**config.mk**
```make
export PLATFORM = sky130hd
export DESIGN_NAME = line_mover
export DESIGN_NICKNAME = d
export VERILOG_FILES = /design/src/hdl/dcache_pkg.sv /design/src/hdl/line_mover.sv
export SDC_FILE = /design/constraint.sdc
export NUM_CORES = 1
export LEC_CHECK = 0
export BUFFER_PORTS_ARGS = -buffer_cell sky130_fd_sc_hd__buf_2
export CORE_AREA = 2 2 80 82
export CTS_CLUSTER_SIZE = 40
export DETAILED_ROUTE_END_ITERATION = 10
export DIE_AREA = 0 0 82 84
export GPL_TIMING_DRIVEN = 0
export PLACE_DENSITY = 0.77
export SLEW_MARGIN = 20
export SYNTH_ARGS = -nofsm -noshare
export SYNTH_HDL_FRONTEND = slang
export SYNTH_SLANG_ARGS = --single-unit
```
**constraint.sdc**
```tcl
create_clock -name clk -period 1.8 [get_ports clk]
set_input_delay 0.18 -clock clk [delete_from_list [all_inputs] [get_ports clk]]
set_output_delay 0.18 -clock clk [all_outputs]
set_load 0.1 [all_outputs]
```
**src/hdl/dcache_pkg.sv**
```systemverilog
`default_nettype none

package dcache_pkg;

    // cache geometry
    localparam int ADDR_BITS   = 32;
    localparam int WORD_BYTES  = 4;
    localparam int LINE_WORDS  = 8;
    localparam int INDEX_BITS  = 7;
    localparam int NUM_WAYS    = 2;

    localparam int BYTE_BITS   = $clog2(WORD_BYTES);
    localparam int OFFSET_BITS = $clog2(LINE_WORDS);
    localparam int TAG_BITS    = ADDR_BITS - INDEX_BITS - OFFSET_BITS - BYTE_BITS;
    localparam int NUM_SETS    = 1 << INDEX_BITS;

    typedef logic [ADDR_BITS-1:0]        addr_t;
    typedef logic [8*WORD_BYTES-1:0]     word_t;
    typedef logic [WORD_BYTES-1:0]       sel_t;
    typedef logic [TAG_BITS-1:0]         tag_t;
    typedef logic [INDEX_BITS-1:0]       index_t;
    typedef logic [OFFSET_BITS-1:0]      offset_t;
    typedef logic [$clog2(NUM_WAYS)-1:0] way_t;

    // lookup and miss sequencing
    typedef enum logic [2:0] {
        IDLE,
        LOOKUP,
        EVICT,
        REFILL,
        RESPOND
    } ctrl_state_t;

endpackage

`default_nettype wire

```
**src/hdl/line_mover.sv**
```systemverilog
`default_nettype none

module line_mover (
    input  logic                clk,
    input  logic                rst,
    input  logic                start,
    input  logic                evict,
    input  dcache_pkg::way_t    way,
    input  dcache_pkg::index_t  index,
    input  dcache_pkg::tag_t    tag,
    input  dcache_pkg::word_t   rd_data,
    output dcache_pkg::offset_t rd_offset,
    output logic                fill_valid,
    output dcache_pkg::offset_t fill_offset,
    output dcache_pkg::word_t   fill_data,
    output logic                done,
    output logic                mem_cyc,
    output logic                mem_stb,
    output logic                mem_we,
    output dcache_pkg::addr_t   mem_adr,
    output dcache_pkg::word_t   mem_dat_w,
    input  dcache_pkg::word_t   mem_dat_r,
    input  logic                mem_ack
);
    import dcache_pkg::*;

    typedef enum logic [1:0] {MV_IDLE, MV_READ, MV_BUS, MV_DONE} mv_state_t;

    mv_state_t state;
    offset_t   cnt;
    logic      evict_q;
    index_t    index_q;
    tag_t      tag_q;
    logic      accept;
    logic      last_word;

    // a new line may start in the same cycle that done is shown
    assign accept    = start && (state == MV_IDLE || state == MV_DONE);
    assign last_word = (cnt == offset_t'(LINE_WORDS - 1));

    always_ff @(posedge clk) begin
        if (rst) begin
            state   <= MV_IDLE;
            cnt     <= '0;
            mem_cyc <= 1'b0;
            mem_stb <= 1'b0;
        end else begin
            case (state)
                MV_IDLE, MV_DONE: begin
                    state <= accept ? MV_READ : MV_IDLE;
                    cnt   <= '0;
                end
                // bus idle gap while the array reads ahead for writeback
                MV_READ: begin
                    state   <= MV_BUS;
                    mem_cyc <= 1'b1;
                    mem_stb <= 1'b1;
                end
                MV_BUS: begin
                    if (mem_ack) begin
                        mem_cyc <= 1'b0;
                        mem_stb <= 1'b0;
                        cnt     <= cnt + 1'b1;
                        state   <= last_word ? MV_DONE : MV_READ;
                    end
                end
                default: state <= MV_IDLE;
            endcase
        end
    end

    always_ff @(posedge clk) begin
        if (accept) begin
            evict_q <= evict;
            index_q <= index;
            tag_q   <= tag;
        end
    end

    assign rd_offset   = cnt;
    assign fill_valid  = (state == MV_BUS) && mem_ack && !evict_q;
    assign fill_offset = cnt;
    assign fill_data   = mem_dat_r;
    assign done        = (state == MV_DONE);

    assign mem_we    = mem_cyc && evict_q;
    assign mem_adr   = {tag_q, index_q, cnt, {BYTE_BITS{1'b0}}};
    assign mem_dat_w = rd_data;

    // a strobe stays up with cyc, address and direction until the slave acks
    stb_held: assert property (@(posedge clk) disable iff (rst)
        (mem_stb && !mem_ack) |=> (mem_stb && mem_cyc && $stable(mem_adr) && $stable(mem_we)));

    // controller keeps the way fixed for a whole line
    way_held: assert property (@(posedge clk) disable iff (rst)
        (state != MV_IDLE) |-> $stable(way));

endmodule

`default_nettype wire

```
==> impl_metrics.tcl, run 1 <==
set metrics [dict create \
    status "complete, no violations" \
    critPathBufInv 3 \
    start_util_pct 29.08 \
    first_pass_iters 4 \
    ctsHoldBuffers 0 \
    wl_per_cell_um 10.44 \
    cts-buffers-inserted 5 \
    synthTopCellsByArea "edfxtp_1, buf_4, dfxtp_1" \
    areaGrowthSynthToFinish_pct 48.84 \
    cts_buffer_depth 2 \
    routed_wl_mm 3.781 \
    core_um2 6096 \
    crit_path_max_incr_delay_ns 0.33 \
    via_count 1398 \
    drive_gt1_share_pct 78.25 \
    htree_levels 2 \
    drv_slew 0 \
    rsz0062_at_grt "false" \
    wl_met1_mm 1.165 \
    drtIter0Drc 19 \
    cp-start-kind "flop" \
    yosysSeqAreaShare_pct 54.20 \
    yosys_warnings 0 \
    setup.worst_path.class "reg2out" \
    mostFrequentLayoutCells "buf_2, buf_4, edfxtp_1" \
    fin_tns_setup_ns 0 \
    synth-edff-count 28 \
    ir_worst_vdd_v 0.0007054 \
    fin_nets 386 \
    cts_root_buffer "clkbuf_8" \
    io_pins 204 \
    drv_cap 0 \
    p_leak_nw 1.384 \
    grt_util_all_layers_pct 10.12 \
    worst_path_max_delay_cell "dfxtp_1" \
    dp.cells 354 \
    gp_congestion 0.6823 \
    die_height_um 84 \
    synth_seq_cells 34 \
    setup_viol 0 \
    vias_per_cell 3.862 \
    syn_avg_cell_area_um2 12.57 \
    yosysUniqueCellTypes 23 \
    die_w_um 82 \
    arrival_ns 1.46 \
    met2_length_mm 2.058 \
    async_flop_share_pct 0 \
    rows 29 \
    grt_pass1_wl_mm 5.271 \
    ys.flop_type "edfxtp_1" \
    clk_latency_ns 0.28 \
    grt.overflow.total 0 \
    cts.sinks 34 \
    synth_top_area_share_pct 47.42 \
    timing.final.crit_share_pct 91.14 \
    path_clk_slew_ns 0.07 \
    syn_inst 141 \
    syn_area_um2 1773 \
    clock_skew_ns 0.001905 \
    drc 0 \
    worstPathMaxFanout 10 \
    port_buffers 135 \
    grt_max_degree 29 \
    yosys.area.top_type "edfxtp_1" \
    fin_crit_ns 1.641 \
    top_layer "met4" \
    finalHoldViolCount 0 \
    fin_cells 362 \
    rrSetupSlack_ns 0.25 \
    die_area_um2 6888 \
    grt_pass1_vias 1204 \
    post-route-util_pct 43.29 \
    crit_path_end_kind "output port" \
    antenna_left 0 \
    power_mw 2.642 \
    cp_data_required_time_ns 1.62 \
    layout.cells.most_common "buf_2" \
    cts_tree "done" \
    min-delay-path-class "in2reg" \
    hpwl_mm 3.160 \
    power.density_nw_per_um2 1001 \
    path_cells "inv_1 -> ha_1 -> buf_6 -> nand2_1 -> nor2_2 -> buf_4" \
    max_freq_ghz 0.6096 \
    num_antenna_cells 0 \
    antenna_found_initial 0 \
    cpLargestDelayFamily "buffers and inverters" \
    wl_met3_um 525 \
]
synth_stat cells, drive strengths merged (2+ instances only):
library cell,instances
and2,2
a21oi,3
o32ai,2
edfxtp,28
buf,74
dfxtp,6
a21bo,2
inv,5
ha,5
nand2b,3
worst register-to-register path, cell delays in order, from the launching register on:
cell,delay [ns]
dfxtp_1,0.36
inv_1,0.07
ha_1,0.36
and2_4,0.40
worst paths after layout:
path                               start    endpoint  depth (start not counted)
worst min-delay path             tag[12]   tag_q[12]                          1
worst max register to register  state[0]   tag_q[14]                          3
worst min register to register  state[0]    state[0]                          2
worst max-delay path            state[0]  fill_valid                          6
sequential cells by signal (all words and copies together), names as in the netlist:
name and cells:
mem_stb 1, tag_q 20, evict_q 1, index_q 7, fill_offset 3, state 2
cells by family (layout without fill, tap and decap cells):
| logic type | Yosys count | count (layout) | share of synthesized area [%] |
|---|---|---|---|
| buffers and inverters | 80 | 223 | 32.82 |
| flip-flops | 34 | 34 | 54.20 |
| AO/OA/AOI/OAI | 11 | 11 | 5.081 |
| AND/OR/NAND/NOR | 9 | 9 | 3.317 |
| adder cells (fa/ha/maj) | 5 | 5 | 3.529 |
| other | 1 | 2 | 0.2115 |
| multiplexers | 1 | 1 | 0.8466 |
layer usage:
metal	global-route usage, %	vias up
met5	0	-
met4	3.182	0
met3	4.113	4
met2	19.36	110
met1	9.309	602
li1	-	682
stage by stage:
| stage | hold slack (ns) | setup slack, ns | cell area (um2) |
|---|---|---|---|
| 4_1_cts | 0.06197 | 0.009204 | 2635 |
| 2_1_floorplan | 0.2789 | 0.02366 | 1782 |
| 5_1_grt | 0.05388 | 0.02862 | 2639 |
| 6_report | 0.07333 | 0.1595 | 2639 |
| 3_5_place_dp | 0.3582 | 0.03476 | 2554 |
| 3_3_place_gp | 0.3570 | 0.07309 | 2554 |
power breakdown:
group | switching, mW | internal [mW]
clock | 0.250 | 0.265
sequential | 0.0139 | 0.907
combinational | 0.997 | 0.209
cell type report:
cell class | instances | area, um2
fill | 582 | 3457
sequential | 34 | 960.9
timing repair buffer | 135 | 678.2
buffer | 75 | 563.0
multi-input combinational | 28 | 240.2
tap | 77 | 96.34
clock buffer | 6 | 72.57
inverter | 5 | 18.77
clock inverter | 2 | 8.758
timing repair:
item                       4_1_cts  5_1_grt
buffers inserted                 0        0
setup endpoints to repair        0       29
gates resized for setup          0        3
(Power assumes the default switching activity.)
==> inputs of run 2 (changes only) <==
--- a/config.mk
+++ b/config.mk
@@ -11,7 +11,7 @@
 export DETAILED_ROUTE_END_ITERATION = 10
 export DIE_AREA = 0 0 82 84
 export GPL_TIMING_DRIVEN = 0
-export PLACE_DENSITY = 0.77
+export PLACE_DENSITY = 0.74
 export SLEW_MARGIN = 20
 export SYNTH_ARGS = -nofsm -noshare
 export SYNTH_HDL_FRONTEND = slang
==> constraint.sdc (replaced) <==
create_clock -name clk -period 1.7 [get_ports clk]
set_input_delay 0.17 -clock clk [delete_from_list [all_inputs] [get_ports clk]]
set_output_delay 0.17 -clock clk [all_outputs]
set_load 0.1 [all_outputs]
==> run 2 against run 1 <==
Compared with the run above: combinational power grew 6%; register-to-register slack lost 0.09 ns; final cell count is the same; first-iteration DRC count grew 53%; largest power group unchanged; utilization grew 0.35 points; global-route usage grew 0.17 points; non-clock buffer count is the same; sequential share of layout area shrank 0.10 points; routed wire length grew 2.2%; clock power grew 8.9%; hold slack lost 0.012 ns; power grew 6.5%.
==> impl_metrics.tcl, run 2 (synthesized netlist as in run 1, its figures left out) <==
set metrics [dict create \
    rsz0062_at_grt "false" \
    die_area_um2 6888 \
    grt_pass1_wl_mm 5.306 \
    via_count 1391 \
    areaGrowthSynthToFinish_pct 50.04 \
    setup_viol 0 \
    largest_register "tag_q" \
    arrival_ns 1.40 \
    p_clk_share_pct 19.9 \
    grt_max_degree 29 \
    internal_power_mw 1.462 \
    core_um2 6096 \
    whs_ns 0.06087 \
    fin_nets 386 \
    drv_cap 0 \
    seqPwrFrac_pct 34.7 \
    clock_skew_ns 0.0008208 \
    drc 0 \
    p_leak_nw 1.388 \
    drv_slew 0 \
    hpwl_mm 3.225 \
    start_util_pct 29.08 \
    path_clk_slew_ns 0.07 \
    io_pins 204 \
    port_buffers 135 \
    num_antenna_cells 0 \
    setup.worst_path.class "reg2out" \
    first_pass_iters 3 \
    cts_tree "done" \
    switching_power_mw 1.352 \
    wl_per_cell_um 10.67 \
    mostFrequentLayoutCells "buf_2, buf_4, edfxtp_1" \
    cp_data_required_time_ns 1.53 \
    grt_pass1_vias 1232 \
    ctsHoldBuffers 0 \
    vias_per_cell 3.843 \
    power.density_nw_per_um2 1058 \
    crit_path_end_kind "output port" \
    cts_root_buffer "clkbuf_8" \
    sw_frac_of_total_pct 48.05 \
    comb_power_share_pct 45.4 \
    grt_util_all_layers_pct 10.29 \
    fin_crit_ns 1.573 \
    routed_wl_mm 3.863 \
    cts_buffer_depth 2 \
    largest_reg_flops 20 \
    finalHoldViolCount 0 \
    gp_congestion 0.6568 \
    worstPathMaxFanout 10 \
    htree_levels 2 \
    rows 29 \
    drive_gt1_share_pct 80.00 \
    layout.cells.most_common "buf_2" \
    drtIter0Drc 29 \
    min-delay-path-class "in2reg" \
    die_height_um 84 \
    max_freq_ghz 0.6357 \
    cp-start-kind "flop" \
    clk_latency_ns 0.28 \
    cts-buffers-inserted 5 \
    ir_worst_vdd_v 0.0005328 \
    status "complete, no violations" \
    antenna_left 0 \
    grt.overflow.total 0 \
    cts.sinks 34 \
    timing.final.crit_share_pct 92.54 \
    antenna_found_initial 0 \
    die_w_um 82 \
    fin_tns_setup_ns 0 \
]
-- run 2: cell types whose count changed in the layout (fill, tap and decap cells not counted) --
cell | before | now
dfxtp_1 | 6 | 2
buf_12 | 0 | 1
dfxtp_2 | 0 | 4
buf_4 | 74 | 73
clkinvlp_4 | 0 | 1
clkbuf_1 | 2 | 1
-- run 2: layout make-up --
type	instances	area, um2
Buffer	75	563.0
Clock buffer	5	68.82
Clock inverter	3	16.27
Fill cell	598	3436
Inverter	5	18.77
Multi-Input combinational cell	28	240.2
Sequential cell	34	965.9
Tap cell	77	96.34
Timing Repair Buffer	135	690.7
-- run 2: path summary, 6_finish.rpt --
path	startpoint	end	slack (ns)	cells after the start
max reg2reg	state[0]	index_q[5]	0.16	3
min reg2reg	fill_offset[0]	fill_offset[0]	0.50	1
max	state[0]	fill_valid	0.13	6
min	tag[10]	tag_q[10]	0.06	1
-- run 2: power by group through the flow --
| stage | clock network [mW] | registers [mW] | logic [mW] |
|---|---|---|---|
| 2_1_floorplan | 0 | 1.31 | 0.807 |
| 3_3_place_gp | 0 | 0.992 | 1.27 |
| 3_5_place_dp | 0 | 0.996 | 1.28 |
| 4_1_cts | 0.586 | 0.977 | 1.28 |
| 5_1_grt | 0.615 | 0.980 | 1.31 |
| 6_report | 0.561 | 0.975 | 1.28 |
-- run 2: timing repair --
| item | in CTS | in global routing |
|---|---|---|
| endpoints found under the setup margin | 29 | 1 |
| setup buffers | 0 | 0 |
| pin swaps | 0 | 0 |
| gates resized for setup | 2 | 4 |
-- run 2: routing by layer --
layer	up-vias	track usage, %	part of all wire, %
met5	-	0	0
met4	0	4.545	1.8
met3	6	3.788	14
met2	118	19.44	51
met1	587	9.371	33
li1	680	-	-
-- run 2: metrics by stage --
stage | worst slack, ns | utilization [%] | instance area [um2] | cells | total power, mW
floorplan | 0.01691 | - | 1785 | 142 | 2.119
global placement | -0.02926 | 41.95 | 2557 | 354 | 2.264
detailed placement | -0.09275 | 41.95 | 2557 | 354 | 2.278
CTS | 0.05775 | 43.41 | 2646 | 362 | 2.847
global route | 0.009076 | 43.64 | 2660 | 362 | 2.910
finish | 0.1269 | 43.64 | 2660 | 362 | 2.814
-- run 2: worst max-delay path: stages (launching register included) --
cell,delay [ns]
dfxtp_1,0.33
inv_1,0.07
ha_1,0.16
buf_6,0.13
nand2_1,0.10
nor2_2,0.14
buf_12,0.19
