<file path="src/hdl/dcache_pkg.sv">
`default_nettype none

package dcache_pkg;

    // cache geometry
    localparam int ADDR_BITS   = 32;
    localparam int WORD_BYTES  = 4;
    localparam int LINE_WORDS  = 8;
    localparam int INDEX_BITS  = 7;
    localparam int NUM_WAYS    = 2;

    localparam int BYTE_BITS   = $clog2(WORD_BYTES);
    localparam int OFFSET_BITS = $clog2(LINE_WORDS);
    localparam int TAG_BITS    = ADDR_BITS - INDEX_BITS - OFFSET_BITS - BYTE_BITS;
    localparam int NUM_SETS    = 1 << INDEX_BITS;

    typedef logic [ADDR_BITS-1:0]        addr_t;
    typedef logic [8*WORD_BYTES-1:0]     word_t;
    typedef logic [WORD_BYTES-1:0]       sel_t;
    typedef logic [TAG_BITS-1:0]         tag_t;
    typedef logic [INDEX_BITS-1:0]       index_t;
    typedef logic [OFFSET_BITS-1:0]      offset_t;
    typedef logic [$clog2(NUM_WAYS)-1:0] way_t;

    // lookup and miss sequencing
    typedef enum logic [2:0] {
        IDLE,
        LOOKUP,
        EVICT,
        REFILL,
        RESPOND
    } ctrl_state_t;

endpackage

`default_nettype wire

</file>
<file path="src/hdl/dcache_ctrl.sv">
`default_nettype none

module dcache_ctrl (
    input  logic                            clk,
    input  logic                            rst,
    input  logic                            cyc,
    input  logic                            stb,
    input  logic                            we,
    input  dcache_pkg::addr_t               adr,
    input  dcache_pkg::word_t               dat_w,
    input  dcache_pkg::sel_t                sel,
    output dcache_pkg::word_t               dat_r,
    output logic                            ack,
    output dcache_pkg::index_t              rd_index,
    output dcache_pkg::offset_t             rd_offset,
    input  dcache_pkg::tag_t                rd_tag0,
    input  dcache_pkg::tag_t                rd_tag1,
    input  dcache_pkg::word_t               rd_data0,
    input  dcache_pkg::word_t               rd_data1,
    input  logic [dcache_pkg::NUM_WAYS-1:0] rd_valid,
    input  logic [dcache_pkg::NUM_WAYS-1:0] rd_dirty,
    input  dcache_pkg::way_t                rd_lru,
    output dcache_pkg::index_t              wr_index,
    output dcache_pkg::offset_t             wr_offset,
    output dcache_pkg::way_t                wr_way,
    output dcache_pkg::word_t               wr_data,
    output dcache_pkg::sel_t                wr_sel,
    output logic                            tag_we,
    output dcache_pkg::tag_t                wr_tag,
    output logic                            meta_we,
    output logic                            set_dirty,
    output dcache_pkg::way_t                new_lru,
    output logic                            mv_start,
    output logic                            mv_evict,
    output dcache_pkg::way_t                mv_way,
    output dcache_pkg::index_t              mv_index,
    output dcache_pkg::tag_t                mv_tag,
    input  dcache_pkg::offset_t             mv_rd_offset,
    output dcache_pkg::word_t               mv_rd_data,
    input  logic                            fill_valid,
    input  dcache_pkg::offset_t             fill_offset,
    input  dcache_pkg::word_t               fill_data,
    input  logic                            mv_done
);
    import dcache_pkg::*;

    ctrl_state_t state;

    tag_t    req_tag;
    index_t  req_index;
    offset_t req_offset;
    logic    req_we;
    word_t   req_dat;
    sel_t    req_sel;
    way_t    victim_way;
    word_t   rdata;

    logic    hit0;
    logic    hit1;
    logic    hit;
    way_t    hit_way;
    word_t   hit_data;
    logic    victim_dirty;
    logic    fill_hit;
    word_t   fill_word;

    function automatic word_t merge_bytes(word_t old_word, word_t new_word, sel_t be);
        word_t res;
        res = old_word;
        for (int b = 0; b < WORD_BYTES; b++) begin
            if (be[b]) begin
                res[8*b +: 8] = new_word[8*b +: 8];
            end
        end
        return res;
    endfunction

    assign hit0     = rd_valid[0] && (rd_tag0 == req_tag);
    assign hit1     = rd_valid[1] && (rd_tag1 == req_tag);
    assign hit      = hit0 || hit1;
    assign hit_way  = hit1;
    assign hit_data = hit1 ? rd_data1 : rd_data0;

    assign victim_dirty = rd_valid[rd_lru] && rd_dirty[rd_lru];

    // the requested word picks up the store bytes on its way into the line
    assign fill_hit  = fill_valid && (fill_offset == req_offset);
    assign fill_word = (fill_hit && req_we) ? merge_bytes(fill_data, req_dat, req_sel)
                                            : fill_data;

    // arrays are read straight from the bus address while idle
    assign rd_index  = (state == IDLE) ? adr[BYTE_BITS+OFFSET_BITS +: INDEX_BITS] : req_index;
    assign rd_offset = (state == EVICT) ? mv_rd_offset :
                       (state == IDLE)  ? adr[BYTE_BITS +: OFFSET_BITS] : req_offset;

    assign mv_start   = ((state == LOOKUP) && !hit) || ((state == EVICT) && mv_done);
    assign mv_evict   = (state == LOOKUP) && victim_dirty;
    assign mv_way     = (state == LOOKUP) ? rd_lru : victim_way;
    assign mv_index   = req_index;
    assign mv_tag     = mv_evict ? (rd_lru ? rd_tag1 : rd_tag0) : req_tag;
    assign mv_rd_data = victim_way ? rd_data1 : rd_data0;

    assign wr_index = req_index;
    assign wr_tag   = req_tag;

    always_comb begin
        wr_offset = req_offset;
        wr_way    = victim_way;
        wr_data   = req_dat;
        wr_sel    = '0;
        tag_we    = 1'b0;
        meta_we   = 1'b0;
        set_dirty = req_we;
        new_lru   = ~victim_way;
        case (state)
            LOOKUP: begin
                if (hit) begin
                    wr_way    = hit_way;
                    wr_sel    = req_we ? req_sel : '0;
                    meta_we   = 1'b1;
                    set_dirty = req_we || rd_dirty[hit_way];
                    new_lru   = ~hit_way;
                end
            end
            REFILL: begin
                wr_offset = fill_offset;
                wr_data   = fill_word;
                wr_sel    = fill_valid ? '1 : '0;
                tag_we    = mv_done;
                meta_we   = mv_done;
            end
            default: ;
        endcase
    end

    always_ff @(posedge clk) begin
        if (rst) begin
            state <= IDLE;
            ack   <= 1'b0;
        end else begin
            ack <= 1'b0;
            case (state)
                IDLE: begin
                    if (cyc && stb) begin
                        state <= LOOKUP;
                    end
                end
                LOOKUP: begin
                    if (hit) begin
                        state <= RESPOND;
                        ack   <= 1'b1;
                    end else begin
                        state <= victim_dirty ? EVICT : REFILL;
                    end
                end
                EVICT: begin
                    if (mv_done) begin
                        state <= REFILL;
                    end
                end
                REFILL: begin
                    if (mv_done) begin
                        state <= RESPOND;
                        ack   <= 1'b1;
                    end
                end
                default: state <= IDLE;
            endcase
        end
    end

    always_ff @(posedge clk) begin
        if (state == IDLE && cyc && stb) begin
            req_tag    <= adr[ADDR_BITS-1 -: TAG_BITS];
            req_index  <= adr[BYTE_BITS+OFFSET_BITS +: INDEX_BITS];
            req_offset <= adr[BYTE_BITS +: OFFSET_BITS];
            req_we     <= we;
            req_dat    <= dat_w;
            req_sel    <= sel;
        end
        if (state == LOOKUP) begin
            victim_way <= rd_lru;
            rdata      <= hit_data;
        end
        if (fill_hit) begin
            rdata <= fill_word;
        end
    end

    assign dat_r = rdata;

    ack_in_cycle: assert property (@(posedge clk) disable iff (rst) ack |-> cyc);

endmodule

`default_nettype wire

</file>
<file path="config.mk">
export PLATFORM = sky130hd
export DESIGN_NAME = dcache_ctrl
export DESIGN_NICKNAME = d
export VERILOG_FILES = /design/src/hdl/dcache_pkg.sv /design/src/hdl/dcache_ctrl.sv
export SDC_FILE = /design/constraint.sdc
export NUM_CORES = 1
export LEC_CHECK = 0
export ABC_AREA = 0
export ABC_CLOCK_PERIOD_IN_PS = 3600
export BUFFER_PORTS_ARGS = -buffer_cell sky130_fd_sc_hd__buf_4
export CAP_MARGIN = 20
export CORE_AREA = 2 2 155 157
export DETAILED_ROUTE_END_ITERATION = 12
export DIE_AREA = 0 0 157 159
export PLACE_DENSITY = 0.61
export REMOVE_ABC_BUFFERS = 1
export SLEW_MARGIN = 20
export SYNTH_ARGS = -nofsm -noshare
export SYNTH_HDL_FRONTEND = slang
export SYNTH_SLANG_ARGS = --single-unit
</file>
<file path="constraint.sdc">
create_clock -name clk -period 3.6 [get_ports clk]
set_input_delay 0.54 -clock clk [delete_from_list [all_inputs] [get_ports clk]]
set_output_delay 0.54 -clock clk [all_outputs]
set_load 0.05 [all_outputs]
</file>
==> impl_metrics.yaml, run 1 <==
floorplan:
  core-area_um2: 23190
  rows: 56
  chipWidth_um: 157
  die_area_um2: 24960
  die_y_um: 159
  pin_count: 398
  initial_utilization_pct: 27.30
power_and_ir_drop:
  power_per_cell_area_nw_per_um2: 504.4
  vdd_drop_max_v: 0.0002765
  finalPower_mw: 5.030
  leakage_nw: 4.449
setup_path:
  reg2reg_setup_slack_ns: 1.06
  r2r-end: "dat_r[9]$_DFFE_PP_"
  launching_point_of_the_worst_reg2reg_path: "wr_tag[4]$_DFFE_PP_"
  timing.critical_path.from: "req_offset[0]$_DFFE_PP_"
  cp_max_fo: 30
  worstSetupStartpointType: "flop"
  worst-setup-path-type: "reg2out"
  timing.reg2reg.worst_path_depth: 7
  data_arrival_time_of_the_critical_path_ns: 2.77
  cp.required_ns: 3.06
  crit_path_end_kind: "primary output"
cells_and_area:
  finish.cell_count_without_fillers: 1247
  areaGrowthSynthToFinish_pct: 57.51
  fill_cells: 2262
  layout.nets: 1145
  finalInstanceArea_um2: 9972
  drive_gt1_share_pct: 55.39
  antennaDiodeCount: 0
route:
  vias_after_detailed_routing: 5872
  wirelength_routed_um: 24110
  drt_iter0_markers: 244
  wl_met3_um: 1847
  drt-pass1-iter-count: 4
  route.layer.met1.wl_um: 9819
  drt_via_density: 4.709
  highest_routing_layer_actually_used: "met4"
  remaining_drc_errors: 0
  route.met2.wl_um: 12210
  post_drt_wl_per_cell_um: 19.33
  ant_nets: 0
sta:
  finalCritPeriodShare_pct: 92.04
  hold_viol: 0
  setup-tns-final_ns: 0
  relSlewSlack_pct: 33.28
  achievable-frequency_mhz: 301.8
  final_ws_setup_ns: 0.2867
  drv_slew: 0
  grt_setup_unrepaired: "no"
  worstMarginPinSlew_ns: 1.001
  period_needed_ns: 3.313
  final_setup_violation_count: 0
  max_clock_skew_ns: 0.01658
placement:
  portBuffers: 395
  dpl.hpwl_um: 19060
  place_congestion: 0.8162
  dp.cells: 1231
  placedInstanceArea_um2: 9686
  place_worst_setup_slack_ns: 0.4788
synth:
  synth_sequential_area_ratio_pct: 48.54
  synthArstFlopShare_pct: 0
  synthesis.area_um2: 6331
  ys_warn_count: 0
  postSynthAreaPerCell_um2: 11.79
  dominantRegCellSynth: "sky130_fd_sc_hd__edfxtp_1"
  synth_edf_count: 99
  postSynthCellCount: 537
  ys_types: 39
  synth.ff_latch_count: 104
grt:
  largest_net_degree_at_the_start_of_global_routing: 41
  grt-ovfl-total: 0
  antenna_found_initial: 0
  grt_first_pass_wirelength_um: 34910
  first_global_vias: 5884
  groute.usage.overall_pct: 18.37
clocking:
  cts-hold-fix-buffers: 0
  cts_max_level: 3
  number_of_buffers_added_by_the_clock_tree_synthesis_step: 9
  clock_tree_from_tritoncts: "yes"
  worst_setup_hold_path_clk_slew_ns: 0.09
  root_buffer: "sky130_fd_sc_hd__clkbuf_16"
  post_cts.resized_instances: 0
  postCtsSetupBuffers: 0
  clk-insertion-delay-late_ns: 0.35
  ctsLongestPathBuffers: 2
  total_number_of_clock_tree_sinks: 104
run:
  cap_viol_max_count: 0
worst_hold_path:
  timing.hold.worst.class: "in2reg"
  hold_start: "dat_w[23]"
  holdPathStages: 1
  holdPathEnd: "req_dat[23]$_DFFE_PP_"
status:
  run_status: "finished, final reports clean"
[registers in the layout (all words and copies together), names as in the netlist]
| name | cells |
|---|---|
| dat_r | 32 |
| req_dat | 32 |
| wr_tag | 20 |
| mv_index | 7 |
| req_sel | 4 |
| req_offset | 3 |
| state | 3 |
| ack | 1 |
| req_we | 1 |
| victim_way | 1 |
[how the worst max path moves through the flow]
| stage | to | slack [ns] | cells past startpoint |
|---|---|---|---|
| CTS | wr_data[18] | 0.28 | 6 |
| finish | wr_data[7] | 0.29 | 6 |
| floorplan | wr_data[0] | -0.56 | 4 |
| detailed placement | wr_data[18] | 0.48 | 7 |
| global route | wr_sel[1] | 0.15 | 7 |
| global placement | wr_data[18] | 0.48 | 7 |
[per-stage QoR]
step	hold WS, ns	util, %
3_5_place_dp	0.6306	41.76
3_3_place_gp	0.6225	41.76
5_1_grt	0.3302	43.00
6_report	0.3537	43.00
2_1_floorplan	0.5783	-
4_1_cts	0.3378	43.00
[cell type report]
type                       count  area [um^2]  share of cell area, %
inverter                       2        7.507                0.07528
clock inverter                 7        61.31                 0.6148
timing repair buffer         411         3123                  31.32
tap                          319        399.1                  4.003
multi-input combinational    395         3082                  30.90
clock buffer                   9        225.2                  2.258
sequential                   104         3074                  30.83
[power by group]
part | internal [mW] | total, mW | switching, mW
clock | 0.487 | 1.01 | 0.519
combinational | 0.840 | 2.39 | 1.55
sequential | 1.48 | 1.64 | 0.157
total | 2.81 | 5.03 | 2.22
[synthesized netlist by cell type, types with 5 or more instances]
| master | n | area [um^2] |
|---|---|---|
| sky130_fd_sc_hd__mux2i_1 | 55 | 550.5 |
| sky130_fd_sc_hd__xnor2_1 | 36 | 315.3 |
| sky130_fd_sc_hd__nand4_1 | 13 | 81.33 |
| sky130_fd_sc_hd__a21oi_1 | 54 | 270.3 |
| sky130_fd_sc_hd__nor2_1 | 29 | 108.9 |
| sky130_fd_sc_hd__xor2_1 | 8 | 70.07 |
| sky130_fd_sc_hd__buf_4 | 7 | 52.55 |
| sky130_fd_sc_hd__buf_1 | 5 | 18.77 |
| sky130_fd_sc_hd__nand3_1 | 5 | 25.02 |
| sky130_fd_sc_hd__mux2_2 | 74 | 833.3 |
| sky130_fd_sc_hd__and3_1 | 34 | 212.7 |
| sky130_fd_sc_hd__dfxtp_1 | 5 | 100.1 |
| sky130_fd_sc_hd__edfxtp_1 | 99 | 2973 |
| sky130_fd_sc_hd__nand2_1 | 18 | 67.56 |
| sky130_fd_sc_hd__a211oi_1 | 32 | 240.2 |
| sky130_fd_sc_hd__clkbuf_1 | 18 | 67.56 |
[layout by cell type (no fill, tap or decap), types with 3 or more instances in the layout]
cell type,netlist,layout
sky130_fd_sc_hd__xnor2_1,36,36
sky130_fd_sc_hd__o21ai_0,4,4
sky130_fd_sc_hd__xor2_1,8,8
sky130_fd_sc_hd__mux2i_1,55,55
sky130_fd_sc_hd__nand4_1,13,13
sky130_fd_sc_hd__nand2_1,18,17
sky130_fd_sc_hd__buf_12,0,3
sky130_fd_sc_hd__and3_1,34,33
sky130_fd_sc_hd__dfxtp_1,5,4
sky130_fd_sc_hd__nand3_1,5,5
sky130_fd_sc_hd__a21oi_1,54,54
sky130_fd_sc_hd__a32o_1,3,3
sky130_fd_sc_hd__clkbuf_16,0,9
sky130_fd_sc_hd__o21ai_2,4,4
sky130_fd_sc_hd__buf_4,7,408
sky130_fd_sc_hd__nor2_1,29,28
sky130_fd_sc_hd__o31ai_1,4,4
sky130_fd_sc_hd__a211oi_1,32,32
sky130_fd_sc_hd__nor4_1,3,3
sky130_fd_sc_hd__mux2_2,74,74
sky130_fd_sc_hd__edfxtp_1,99,99
[layer usage]
metal  vias to the layer above  track usage [%]
met5                         -                0
li1                       2848                -
met3                        15            4.682
met2                       236            32.60
met4                         0            3.420
met1                      2773            22.51
[worst max-delay path: stages (launching register included)]
cell,delay (ns)
sky130_fd_sc_hd__edfxtp_1,0.43
sky130_fd_sc_hd__xnor2_1,0.30
sky130_fd_sc_hd__nand4_1,0.34
sky130_fd_sc_hd__buf_12,0.29
sky130_fd_sc_hd__o21ai_2,0.45
sky130_fd_sc_hd__mux2_2,0.41
sky130_fd_sc_hd__buf_4,0.19
[logic make-up (layout without fill, tap and decap cells)]
kind of cell / count (synthesis) / after routing / share of synthesized area [%]
mux: 129 / 129 / 21.86
simple gates: 117 / 117 / 10.12
compound gates: 105 / 105 / 10.32
flops: 104 / 104 / 48.54
xor+xnor: 44 / 44 / 6.087
buf+inv: 38 / 429 / 3.083
Power figures use the tool's default switching activity.
==> run 2, diff against run 1 <==
- ABC_CLOCK_PERIOD_IN_PS: 3600 -> 4100
- clock period: 3.6 -> 4.1 ns (I/O delays scaled with it)
==> run 2 against run 1 <==
Clock skew is 0.0022 ns lower; critical endpoint is now wr_data[29]; first-iteration DRC count is 15% higher; register-to-register slack hardly changed; sequential share of layout area is 0.23 points higher; total power is 12% lower; critical path type unchanged; wire length is 0.39% higher; final cell count is 0.56% lower.
==> impl_metrics.yaml, run 2 (synthesis gave the netlist of run 1 again) <==
route:
  remaining_drc_errors: 0
  ant_nets: 0
  vias_after_detailed_routing: 5816
  drt_iter0_markers: 281
  post_drt_wl_per_cell_um: 19.52
  drt-pass1-iter-count: 4
  wirelength_routed_um: 24200
  drt_via_density: 4.690
clocking:
  clock_tree_from_tritoncts: "yes"
  ctsLongestPathBuffers: 2
  postCtsSetupBuffers: 0
  cts-hold-fix-buffers: 0
  cts_max_level: 3
  total_number_of_clock_tree_sinks: 104
  worst_setup_hold_path_clk_slew_ns: 0.08
  clk-insertion-delay-late_ns: 0.35
  root_buffer: "sky130_fd_sc_hd__clkbuf_16"
  number_of_buffers_added_by_the_clock_tree_synthesis_step: 9
  post_cts.resized_instances: 0
setup_path:
  r2r-end: "dat_r[8]$_DFFE_PP_"
  data_arrival_time_of_the_critical_path_ns: 2.92
  reg2reg_setup_slack_ns: 1.05
  worst-setup-path-type: "reg2out"
  cp.required_ns: 3.48
  timing.reg2reg.worst_path_depth: 7
  launching_point_of_the_worst_reg2reg_path: "wr_tag[4]$_DFFE_PP_"
  crit_path_end_kind: "primary output"
  worstSetupStartpointType: "flop"
  cp_max_fo: 17
floorplan:
  core-area_um2: 23190
  die_y_um: 159
  rows: 56
  initial_utilization_pct: 27.30
  pin_count: 398
  die_area_um2: 24960
  chipWidth_um: 157
placement:
  dpl.hpwl_um: 18840
  portBuffers: 395
  place_congestion: 0.8116
  place_worst_setup_slack_ns: 0.6746
run:
  cap_viol_max_count: 0
grt:
  grt_first_pass_wirelength_um: 35080
  grt-ovfl-total: 0
  groute.usage.overall_pct: 18.51
  largest_net_degree_at_the_start_of_global_routing: 68
  antenna_found_initial: 0
  first_global_vias: 5888
sta:
  setup-tns-final_ns: 0
  max_clock_skew_ns: 0.01437
  hold_viol: 0
  final_setup_violation_count: 0
  achievable-frequency_mhz: 282.7
  relSlewSlack_pct: 33.41
  period_needed_ns: 3.537
  grt_setup_unrepaired: "no"
  drv_slew: 0
  final_ws_setup_ns: 0.5626
  finalCritPeriodShare_pct: 86.28
  worstMarginPinSlew_ns: 0.9989
power_and_ir_drop:
  vdd_drop_max_v: 0.0001942
  share_seq_of_total_power_pct: 32.4
  power.share.clock_pct: 20.6
  p_sw_share_pct: 43.50
  internal_power_contribution_mw: 2.509
  switching_power_mw: 1.932
  power_per_cell_area_nw_per_um2: 448.7
  leakage_nw: 4.407
  power.share.combinational_pct: 47.0
cells_and_area:
  post-route-util_pct: 42.67
  areaGrowthSynthToFinish_pct: 56.32
  drive_gt1_share_pct: 54.94
  layout.nets: 1138
  antennaDiodeCount: 0
  final_cell_mix: "sky130_fd_sc_hd__buf_4 (404), sky130_fd_sc_hd__edfxtp_1 (99), sky130_fd_sc_hd__mux2_2 (74)"
  final_common_cell: "sky130_fd_sc_hd__buf_4"
worst_hold_path:
  timing.hold.worst.class: "in2reg"
  holdPathStages: 1
  holdPathEnd: "req_dat[27]$_DFFE_PP_"
  hold_start: "dat_w[27]"
status:
  run_status: "finished, final reports clean"
run 2: worst max-delay path by stage:
stage,startpoint,end,cells after the start
2_1_floorplan,fill_offset[1],wr_data[0],4
5_1_grt,req_offset[0]$_DFFE_PP_,wr_data[29],6
4_1_cts,req_offset[0]$_DFFE_PP_,wr_data[29],6
6_report,req_offset[0]$_DFFE_PP_,wr_data[29],6
3_5_place_dp,fill_offset[0],wr_data[29],7
3_3_place_gp,fill_offset[0],wr_data[29],7
run 2: critical path: stages, from the launching register on:
cell                       delay (ns)
sky130_fd_sc_hd__edfxtp_1        0.43
sky130_fd_sc_hd__xnor2_1         0.32
sky130_fd_sc_hd__nand4_1         0.42
sky130_fd_sc_hd__buf_4           0.36
sky130_fd_sc_hd__o21ai_2         0.44
sky130_fd_sc_hd__mux2_2          0.40
sky130_fd_sc_hd__buf_4           0.19
run 2: per-layer routing:
| layer | routed length, um | vias up | global-route usage [%] |
|---|---|---|---|
| met1 | 10020 | 2735 | 22.87 |
| met5 | 0 | - | 0 |
| met4 | 429 | 0 | 4.754 |
| met3 | 1685 | 22 | 4.491 |
| li1 | - | 2829 | - |
| met2 | 12060 | 230 | 32.16 |
run 2: power groups by stage:
stage          combinational, mW  sequential [mW]  clock [mW]
2_1_floorplan               1.14             1.65           0
3_3_place_gp                2.09             1.46           0
3_5_place_dp                2.09             1.47           0
4_1_cts                     2.10             1.44       0.936
5_1_grt                     2.17             1.46       0.981
6_report                    2.09             1.44       0.915
run 2: layout make-up:
class / instances / area, um^2
well taps: 319 / 399.1
inverters: 2 / 7.507
clock inverters: 7 / 76.32
fillers: 2268 / 13300
multi-input cells: 395 / 3082
clock buffers: 9 / 225.2
flip-flops and latches: 104 / 3074
repair buffers: 404 / 3033
run 2: through the flow:
| stage | std cells | total power, mW | area [um^2] | hold slack, ns |
|---|---|---|---|---|
| 3_3_place_gp | 1224 | 3.552 | 9595 | 0.6222 |
| 4_1_cts | 1240 | 4.478 | 9897 | 0.4150 |
| 5_1_grt | 1240 | 4.612 | 9897 | 0.4081 |
| 2_1_floorplan | 501 | 2.790 | 6143 | 0.5783 |
| 6_report | 1240 | 4.440 | 9897 | 0.4321 |
| 3_5_place_dp | 1224 | 3.561 | 9595 | 0.6305 |
